--- config.mk ---
export PLATFORM = sky130hd
export DESIGN_NAME = exec_top
export DESIGN_NICKNAME = d
export VERILOG_FILES = /design/src/verilog/exec_pkg.sv /design/src/verilog/operand_if.sv /design/src/verilog/alu.sv /design/src/verilog/div_seq.sv /design/src/verilog/exec_top.sv /design/src/verilog/mul_pipe.sv /design/src/verilog/stall_ctrl.sv
export SDC_FILE = /design/constraint.sdc
export NUM_CORES = 2
export LEC_CHECK = 0
export BUFFER_PORTS_ARGS = -buffer_cell sky130_fd_sc_hd__buf_2
export CORE_AREA = 2 2 388 390
export CTS_BUF_LIST = sky130_fd_sc_hd__clkbuf_2 sky130_fd_sc_hd__clkbuf_4 sky130_fd_sc_hd__clkbuf_8
export DETAILED_ROUTE_END_ITERATION = 16
export DIE_AREA = 0 0 390 392
export PLACE_DENSITY = 0.6
export SLEW_MARGIN = 20
export SYNTH_ARGS = -nofsm -noshare
export SYNTH_HDL_FRONTEND = slang
export SYNTH_SLANG_ARGS = --single-unit
--- constraint.sdc ---
create_clock -name clk -period 10 [get_ports clk]
set_input_delay 0 -clock clk [delete_from_list [all_inputs] [get_ports clk]]
set_output_delay 0 -clock clk [all_outputs]
set_load 0.01 [all_outputs]
--- src/verilog/exec_pkg.sv ---
package exec_pkg;

  localparam int XLEN = 32;

  // Multi-cycle latencies, issue cycle to result cycle
  localparam int MUL_LAT = 6;
  localparam int DIV_LAT = 33;  // 32 steps plus sign fix-up

  // Stall counter classes
  localparam int NUM_CLASSES = 2;
  localparam int MUL_CLASS = 0;
  localparam int DIV_CLASS = 1;
  localparam int CLASS_LAT [NUM_CLASSES] = '{MUL_LAT, DIV_LAT};
  localparam int LAT_W = $clog2(DIV_LAT + 1);

  typedef enum logic [4:0] {
    ALU_AND     = 5'd0,
    ALU_OR      = 5'd1,
    ALU_XOR     = 5'd2,
    ALU_ADD     = 5'd3,
    ALU_SUB     = 5'd4,
    // Shifts
    ALU_SLL     = 5'd5,
    ALU_SRL     = 5'd6,
    ALU_SRA     = 5'd7,
    ALU_SRA_IMM = 5'd8,
    // Compares, 0 or 1 in bit 0
    ALU_SLTU    = 5'd9,
    ALU_SLT     = 5'd10,
    ALU_EQ      = 5'd11,
    // Multiplier
    ALU_MUL     = 5'd12,
    ALU_MULH    = 5'd13,
    // Divider
    ALU_DIV     = 5'd14,
    ALU_DIVU    = 5'd15,
    ALU_REM     = 5'd16,
    ALU_REMU    = 5'd17
  } alu_op_t;

endpackage

--- src/verilog/operand_if.sv ---
`timescale 1ns/10ps

// Operands and issue strobe from the ALU to the multi-cycle units
interface operand_if;

  logic [exec_pkg::XLEN-1:0] left;
  logic [exec_pkg::XLEN-1:0] right;
  exec_pkg::alu_op_t         op;
  logic                      issue;  // One cycle per multi-cycle op

  modport alu_side (
    output left,
    output right,
    output op,
    output issue
  );

  modport mul_side (
    input left,
    input right,
    input op,
    input issue
  );

  modport div_side (
    input left,
    input right,
    input op,
    input issue
  );

endinterface

--- src/verilog/alu.sv ---
`timescale 1ns/10ps

module alu (
  input  logic                      clk,
  input  logic                      rst,
  input  logic [exec_pkg::XLEN-1:0] left_operand,
  input  logic [exec_pkg::XLEN-1:0] right_operand,
  input  exec_pkg::alu_op_t         alu_op,
  output logic [exec_pkg::XLEN-1:0] alu_res,
  output logic                      insert_bubble
);

  logic [2*exec_pkg::XLEN-1:0] mul_res;
  logic [exec_pkg::XLEN-1:0]   quot;
  logic [exec_pkg::XLEN-1:0]   rem;
  logic [4:0]                  shamt;
  logic                        is_mul;
  logic                        is_div;
  logic                        ctrl_idle;
  logic                        issue;
  logic                        start_mul;
  logic                        start_div;
  logic                        done;

  operand_if ops ();

  assign shamt = right_operand[4:0];  // RV32 shift amount

  assign is_mul = alu_op inside {exec_pkg::ALU_MUL, exec_pkg::ALU_MULH};
  assign is_div = alu_op inside {exec_pkg::ALU_DIV, exec_pkg::ALU_DIVU,
                                 exec_pkg::ALU_REM, exec_pkg::ALU_REMU};

  // Only the first cycle of a held multi-cycle op issues
  assign issue     = (is_mul | is_div) & ctrl_idle;
  assign start_mul = issue & is_mul;
  assign start_div = issue & is_div;

  // Cleared on issue, set again in the result cycle
  always_ff @(posedge clk) begin
    if (rst) begin
      ctrl_idle <= 1'b1;
    end else if (issue) begin
      ctrl_idle <= 1'b0;
    end else if (done) begin
      ctrl_idle <= 1'b1;
    end
  end

  assign ops.left  = left_operand;
  assign ops.right = right_operand;
  assign ops.op    = alu_op;
  assign ops.issue = issue;

  always_comb begin
    case (alu_op)
      exec_pkg::ALU_AND:     alu_res = left_operand & right_operand;
      exec_pkg::ALU_OR:      alu_res = left_operand | right_operand;
      exec_pkg::ALU_XOR:     alu_res = left_operand ^ right_operand;
      exec_pkg::ALU_ADD:     alu_res = left_operand + right_operand;
      exec_pkg::ALU_SUB:     alu_res = left_operand - right_operand;
      exec_pkg::ALU_SLL:     alu_res = left_operand << shamt;
      exec_pkg::ALU_SRL:     alu_res = left_operand >> shamt;
      exec_pkg::ALU_SRA:     alu_res = $signed(left_operand) >>> shamt;
      exec_pkg::ALU_SRA_IMM: alu_res = $signed(left_operand) >>> shamt;
      exec_pkg::ALU_SLTU: begin
        alu_res = {{(exec_pkg::XLEN-1){1'b0}}, left_operand < right_operand};
      end
      exec_pkg::ALU_SLT: begin
        alu_res = {{(exec_pkg::XLEN-1){1'b0}},
                   $signed(left_operand) < $signed(right_operand)};
      end
      exec_pkg::ALU_EQ: begin
        alu_res = {{(exec_pkg::XLEN-1){1'b0}}, left_operand == right_operand};
      end
      exec_pkg::ALU_MUL:     alu_res = mul_res[exec_pkg::XLEN-1:0];
      exec_pkg::ALU_MULH:    alu_res = mul_res[2*exec_pkg::XLEN-1:exec_pkg::XLEN];
      exec_pkg::ALU_DIV:     alu_res = quot;
      exec_pkg::ALU_DIVU:    alu_res = quot;
      exec_pkg::ALU_REM:     alu_res = rem;
      exec_pkg::ALU_REMU:    alu_res = rem;
      default:               alu_res = left_operand + right_operand;
    endcase
  end

  mul_pipe mul_i (
    .clk    (clk),
    .ops    (ops.mul_side),
    .mul_res(mul_res)
  );

  div_seq div_i (
    .clk (clk),
    .rst (rst),
    .ops (ops.div_side),
    .quot(quot),
    .rem (rem)
  );

  stall_ctrl stall_i (
    .clk      (clk),
    .rst      (rst),
    .start_mul(start_mul),
    .start_div(start_div),
    .busy     (insert_bubble),
    .done     (done)
  );

endmodule

--- src/verilog/div_seq.sv ---
`timescale 1ns/10ps

module div_seq (
  input  logic                      clk,
  input  logic                      rst,
  operand_if.div_side               ops,
  output logic [exec_pkg::XLEN-1:0] quot,
  output logic [exec_pkg::XLEN-1:0] rem
);

  localparam int W = exec_pkg::XLEN;

  logic             is_signed;
  logic             neg_a;
  logic             neg_b;
  logic [W-1:0]     mag_a;
  logic [W-1:0]     mag_b;
  logic [W-1:0]     part_rem;
  logic [W-1:0]     part_quo;
  logic [W-1:0]     divisor;
  logic             neg_quo;
  logic             neg_rem;
  logic             div_zero;
  logic [W-1:0]     step_rem_in;
  logic [W-1:0]     step_quo_in;
  logic [W-1:0]     step_div;
  logic [W:0]       shifted;
  logic [W:0]       diff;
  logic [W-1:0]     step_rem;
  logic [W-1:0]     step_quo;
  logic [exec_pkg::LAT_W-1:0] cnt;

  assign is_signed = ops.op inside {exec_pkg::ALU_DIV, exec_pkg::ALU_REM};
  assign neg_a     = is_signed & ops.left[W-1];
  assign neg_b     = is_signed & ops.right[W-1];
  assign mag_a     = neg_a ? -ops.left : ops.left;
  assign mag_b     = neg_b ? -ops.right : ops.right;

  // First step runs in the issue cycle straight from the magnitudes
  assign step_rem_in = ops.issue ? '0 : part_rem;
  assign step_quo_in = ops.issue ? mag_a : part_quo;
  assign step_div    = ops.issue ? mag_b : divisor;

  // Restoring shift-subtract step
  assign shifted  = {step_rem_in, step_quo_in[W-1]};
  assign diff     = shifted - {1'b0, step_div};
  assign step_rem = diff[W] ? shifted[W-1:0] : diff[W-1:0];
  assign step_quo = {step_quo_in[W-2:0], ~diff[W]};

  always_ff @(posedge clk) begin
    if (ops.issue || cnt > 1) begin
      part_rem <= step_rem;
      part_quo <= step_quo;
    end
    if (ops.issue) begin
      divisor  <= mag_b;
      div_zero <= ops.right == '0;
      neg_quo  <= neg_a ^ neg_b;
      neg_rem  <= neg_a;  // Remainder takes the dividend's sign
    end
  end

  // cnt counts the remaining steps and 1 is the fix-up cycle
  always_ff @(posedge clk) begin
    if (rst) begin
      cnt  <= '0;
      quot <= '0;
      rem  <= '0;
    end else if (ops.issue) begin
      cnt <= exec_pkg::LAT_W'(exec_pkg::DIV_LAT - 1);
    end else if (cnt > 1) begin
      cnt <= cnt - 1'b1;
    end else if (cnt == 1) begin
      cnt <= '0;
      // MIN / -1 wraps back to MIN on its own
      if (div_zero) begin
        quot <= '1;
      end else begin
        quot <= neg_quo ? -part_quo : part_quo;
      end
      rem <= neg_rem ? -part_rem : part_rem;  // Dividend on divide by zero
    end
  end

endmodule

--- src/verilog/exec_top.sv ---
`timescale 1ns/10ps

module exec_top (
  input  logic                      clk,
  input  logic                      rst,
  input  logic [exec_pkg::XLEN-1:0] left_operand,
  input  logic [exec_pkg::XLEN-1:0] right_operand,
  input  exec_pkg::alu_op_t         alu_op,
  output logic [exec_pkg::XLEN-1:0] alu_res,
  output logic                      insert_bubble
);

  alu alu_i (
    .clk          (clk),
    .rst          (rst),
    .left_operand (left_operand),
    .right_operand(right_operand),
    .alu_op       (alu_op),
    .alu_res      (alu_res),
    .insert_bubble(insert_bubble)
  );

endmodule

--- src/verilog/mul_pipe.sv ---
`timescale 1ns/10ps

module mul_pipe (
  input  logic                        clk,
  operand_if.mul_side                 ops,
  output logic [2*exec_pkg::XLEN-1:0] mul_res
);

  localparam int STAGES = exec_pkg::MUL_LAT - 1;  // After the input register

  logic [exec_pkg::XLEN-1:0]          left_q;
  logic [exec_pkg::XLEN-1:0]          right_q;
  logic signed [2*exec_pkg::XLEN-1:0] left_ext;
  logic signed [2*exec_pkg::XLEN-1:0] right_ext;
  logic [2*exec_pkg::XLEN-1:0]        prod_q [STAGES];

  // Operands captured once per issue
  always_ff @(posedge clk) begin
    if (ops.issue) begin
      left_q  <= ops.left;
      right_q <= ops.right;
    end
  end

  // Signed by signed, so the high half is MULH
  assign left_ext  = {{exec_pkg::XLEN{left_q[exec_pkg::XLEN-1]}}, left_q};
  assign right_ext = {{exec_pkg::XLEN{right_q[exec_pkg::XLEN-1]}}, right_q};

  always_ff @(posedge clk) begin
    prod_q[0] <= left_ext * right_ext;
    for (int i = 1; i < STAGES; i++) begin
      prod_q[i] <= prod_q[i-1];  // Retiming room for the multiplier
    end
  end

  assign mul_res = prod_q[STAGES-1];

endmodule

--- src/verilog/stall_ctrl.sv ---
`timescale 1ns/10ps

module stall_ctrl (
  input  logic clk,
  input  logic rst,
  input  logic start_mul,
  input  logic start_div,
  output logic busy,
  output logic done
);

  logic [exec_pkg::NUM_CLASSES-1:0] start;
  logic [exec_pkg::LAT_W-1:0]       cnt [exec_pkg::NUM_CLASSES];

  assign start[exec_pkg::MUL_CLASS] = start_mul;
  assign start[exec_pkg::DIV_CLASS] = start_div;

  // One down counter per latency class
  always_ff @(posedge clk) begin
    if (rst) begin
      for (int i = 0; i < exec_pkg::NUM_CLASSES; i++) begin
        cnt[i] <= '0;
      end
    end else begin
      for (int i = 0; i < exec_pkg::NUM_CLASSES; i++) begin
        if (start[i]) begin
          cnt[i] <= exec_pkg::LAT_W'(exec_pkg::CLASS_LAT[i]);
        end else if (cnt[i] != '0) begin
          cnt[i] <= cnt[i] - 1'b1;
        end
      end
    end
  end

  // Count of 1 is the result cycle, bubble already low
  always_comb begin
    busy = |start;  // Stall starts in the issue cycle
    done = 1'b0;
    for (int i = 0; i < exec_pkg::NUM_CLASSES; i++) begin
      if (cnt[i] > exec_pkg::LAT_W'(1)) begin
        busy = 1'b1;
      end
      if (cnt[i] == exec_pkg::LAT_W'(1)) begin
        done = 1'b1;
      end
    end
  end

endmodule
==> summary.txt <==
Clock tree
  – Maximum buffer depth of the clock tree: 3
  – Buffers inserted during post-CTS setup optimization: 0
  – Clk sinks: between 500 and 600
  – H-tree levels: 3
  – # resized after CTS: 0
  – Clk slew on worst S/H paths: 0.06 ns
  – TritonCTS clock tree: yes
  – CTS Buf Count: 93
  – Quantity of hold-fixing buffers added after cts: 65
  – Root Buffer: sky130_fd_sc_hd__clkbuf_8
  – Clk_lat worst skew: 0.78 ns

STA
  – Count of pins over their slew limit: 0
  – Slew margin rel.: 23.5%
  – Minimum clock period after layout: 9.06 ns
  – Tightest Pin Transition: 1.14 ns
  – Number of setup violations in the final report: 0
  – RSZ-0062 raised after global routing: false
  – Final worst path period share: a little over 90%
  – Hold violation total from the final report: 0
  – Maximum operating frequency: 0.110 GHz
  – Post-route clock skew: 0.0637 ns
  – Sum of negative setup slack: 0 ns

Drt
  – Total routed wirelength: 221,000 um
  – Initial detailed-routing violation count: 4,683
  – Drt drc: 0
  – Vias per Instance: 5.63
  – Antenna-violating nets left: 0
  – Wire per inst: around 25 um
  – First-pass detailed-route iteration total: 8
  – Detailed-route via count: between 50k and 60k

Floorplan
  – Number of top-level pins: 104
  – Core ar.: 149,000 um2
  – Die span in x: 390 um
  – Cell Rows: between 100 and 150
  – Die span in y: 392 um
  – Starting utilization of the core area: 43.6%
  – Area enclosed by the die boundary: 153,000 um2

Place
  – Detailed Place HPWL: 175,000 um
  – Count of input and output buffers: 103
  – Placer's final routability congestion estimate: 1.04
  – Cell area after placement: 67,500 um2

Critical path
  – Launch instance of the worst register-to-register path: alu_i.mul_i.right_q[5]$_DFFE_PP_
  – Endpoint kind of the worst setup timing path: flop
  – Critical-path maximum fanout: 17
  – R2r endpoint: alu_i.mul_i.prod_q[0][63]$_DFF_P_
  – Startpoint-to-endpoint class of the critical path: flop to flop
  – Critical Path Start: alu_i.mul_i.right_q[5]$_DFFE_PP_
  – Required time worst endpoint: roughly 11 ns
  – Worst setup slack for register-to-register paths: 0.94 ns
  – Kind of start point of the critical path: flop
  – FF-to-FF path depth: 24
  – Worst EP arrival: between 9 and 10 ns

Global route
  – Met2 layer usage reported by global route: 47.0%
  – Number of antenna violations at the first check in global routing: 18
  – Routing usage on met1: 38.2%
  – Global-route wire length before repair: 332,000 um
  – Via count of the first global-routing pass: around 52k
  – Global-route usage over all layers: 29.1%
  – Pin count of the biggest net entering global routing: roughly 160
  – GRT busiest layer: met2
  – Grt total ovfl: 0
  – Met3 usage: 4.40%

Status
  – Result of the run: completed

Hold path
  – Startpoint of the most critical hold path: right_operand[2]
  – Hold crit path type: primary input to flop
  – Min-Delay Endpoint: alu_i.mul_i.right_q[2]$_DFFE_PP_
  – Depth of the worst hold-timing path: 2

Cells and area
  – Proportion of layout cells with a drive suffix above 1: 7.95%
  – Relative area change from synthesis to final layout: 8.37%
  – Number of nets in the layout: 8,395
  – Fin area: 70,300 um2

Logic synthesis
  – Seq cells post-synth: 566
  – Number of unique standard cell types used by synthesis: 99
  – Synth top area share: roughly 33%
  – EDFF count, synth: 143
  – Most frequently used cell type in the post-synthesis netlist: sky130_fd_sc_hd__inv_1
  – Summed instance area of the synthesized netlist: 64,900 um2
  – Share of flip-flops with an asynchronous set or reset after synthesis: 0%
  – List of most frequent post-synthesis cells: 1,146 x sky130_fd_sc_hd__inv_1, 1,085 x sky130_fd_sc_hd__fa_1, 756 x sky130_fd_sc_hd__nand2_1, 538 x sky130_fd_sc_hd__and2_1, 423 x sky130_fd_sc_hd__dfxtp_1
  – Syn_area_per_cell: 9.42 um2
  – Gate count of the mapped netlist: 6,893
  – Net count of the mapped netlist: 8,374
  – Synth warn: 0
  – Ranking of synthesized cells by area: sky130_fd_sc_hd__fa_1 33%, sky130_fd_sc_hd__dfxtp_1 13%, sky130_fd_sc_hd__inv_1 6.6%, sky130_fd_sc_hd__edfxtp_1 6.6%, sky130_fd_sc_hd__ha_1 6.3%
  – Portion of the post-synthesis area used by sequential elements: 19.7%
  – Largest area contributor in the synthesized netlist: sky130_fd_sc_hd__fa_1
  – Most frequently used flop master after synthesis: sky130_fd_sc_hd__dfxtp_1

Flow run
  – Max-capacitance violation count: 0
==> through the flow <==
stage / worst slack [ns] / cells / hold slack (ns) / util (%)
after floorplan: 2.03 / 6893 / 0.0989 / -
after global placement: 0.721 / 8693 / 0.310 / 45.3
after detailed placement: 0.854 / 8695 / 0.312 / 45.3
after CTS: 0.763 / 8934 / 0.0697 / 47.2
after global routing: 0.521 / 8940 / 0.111 / 47.2
final: 0.935 / 8950 / 0.160 / 47.2
==> how the worst max path moves through the flow <==
stage	end	slack, ns	cells past startpoint
global placement	alu_i.mul_i.prod_q[0][63]$_DFF_P_	0.72	25
CTS	alu_i.mul_i.prod_q[0][63]$_DFF_P_	0.76	25
floorplan	alu_i.mul_i.prod_q[0][63]$_DFF_P_	2.03	26
global route	alu_i.mul_i.prod_q[0][63]$_DFF_P_	0.52	25
finish	alu_i.mul_i.prod_q[0][63]$_DFF_P_	0.94	24
detailed placement	alu_i.mul_i.prod_q[0][63]$_DFF_P_	0.85	25
==> registers in the layout, summed over array words and instances (netlist names) <==
name and flops:
alu_i.ctrl_idle 1, alu_i.div_i.cnt 6, alu_i.div_i.div_zero 1, alu_i.div_i.divisor 32
alu_i.div_i.neg_quo 1, alu_i.div_i.neg_rem 1, alu_i.div_i.part_quo 32, alu_i.div_i.part_rem 32
alu_i.div_i.quot 32, alu_i.div_i.rem 32, alu_i.mul_i.left_q 32, alu_i.mul_i.prod_q 320
alu_i.mul_i.right_q 32, alu_i.stall_i.cnt 12
==> final cells by class <==
| class | instances | area, um2 |
|---|---|---|
| Antenna cell | 13 | 32.5 |
| Sequential cell | 566 | 12800 |
| Clock buffer | 136 | 1700 |
| Tap cell | 1944 | 2430 |
| Timing Repair Buffer | 308 | 2310 |
| Multi-Input combinational cell | 4796 | 46400 |
| Inverter | 1149 | 4320 |
| Clock inverter | 38 | 433 |
| Fill cell | 14200 | 78500 |
==> layer usage <==
metal	part of all wire (%)	vias up
li1	-	22000
met1	41	25800
met2	46	2122
met3	7.1	497
met4	5.9	8
met5	0.020	-
==> worst max-delay path, stage by stage, from the launching register on <==
cell,delay [ns]
sky130_fd_sc_hd__edfxtp_1,0.99
sky130_fd_sc_hd__buf_4,0.36
sky130_fd_sc_hd__and2_1,0.18
sky130_fd_sc_hd__fa_1,0.42
sky130_fd_sc_hd__fa_1,0.51
sky130_fd_sc_hd__fa_1,0.56
sky130_fd_sc_hd__inv_1,0.06
sky130_fd_sc_hd__fa_1,0.47
sky130_fd_sc_hd__inv_1,0.05
sky130_fd_sc_hd__fa_1,0.48
sky130_fd_sc_hd__fa_1,0.48
sky130_fd_sc_hd__fa_1,0.55
sky130_fd_sc_hd__fa_1,0.43
sky130_fd_sc_hd__ha_1,0.38
sky130_fd_sc_hd__a21o_1,0.18
sky130_fd_sc_hd__a21o_1,0.19
sky130_fd_sc_hd__a21o_1,0.18
sky130_fd_sc_hd__a2111oi_1,0.78
sky130_fd_sc_hd__buf_4,0.24
sky130_fd_sc_hd__o2111ai_1,0.24
sky130_fd_sc_hd__nor2_1,0.21
sky130_fd_sc_hd__o221a_2,0.27
sky130_fd_sc_hd__o21bai_1,0.15
sky130_fd_sc_hd__a2111oi_0,0.45
sky130_fd_sc_hd__a311oi_1,0.09
==> cells in the final DEF (no fill, tap or decap), drive strengths merged, types with 35 or more instances in the layout <==
cell         instances
inv               1154
fa                1085
nand2              756
and2               540
dfxtp              423
nor2               348
ha                 325
a21oi              248
buf                243
o21ai              227
xnor2              168
edfxtp             143
clkbuf             136
nor3                68
dlygate4sd3         65
a21o                62
mux4                56
nand3               54
a211oi              54
xor2                51
o22ai               51
o31ai               47
nand2b              46
mux2i               39
or3                 38
nand4               36
a221oi              35
==> cell families after synthesis <==
group / count (synthesis) / share of synthesized area, %
XOR/XNOR: 219 / 2.97
adder cells (fa/ha/maj): 1410 / 39.7
multiplexers: 123 / 3.03
buffers and inverters: 1531 / 9.00
AO/OA/AOI/OAI: 1025 / 10.4
flip-flops: 566 / 19.7
AND/OR/NAND/NOR: 2019 / 15.2
Power is left out: the tool's default activity adds up to more than one toggle a clock period on the data nets, which glitch-free logic cannot reach.
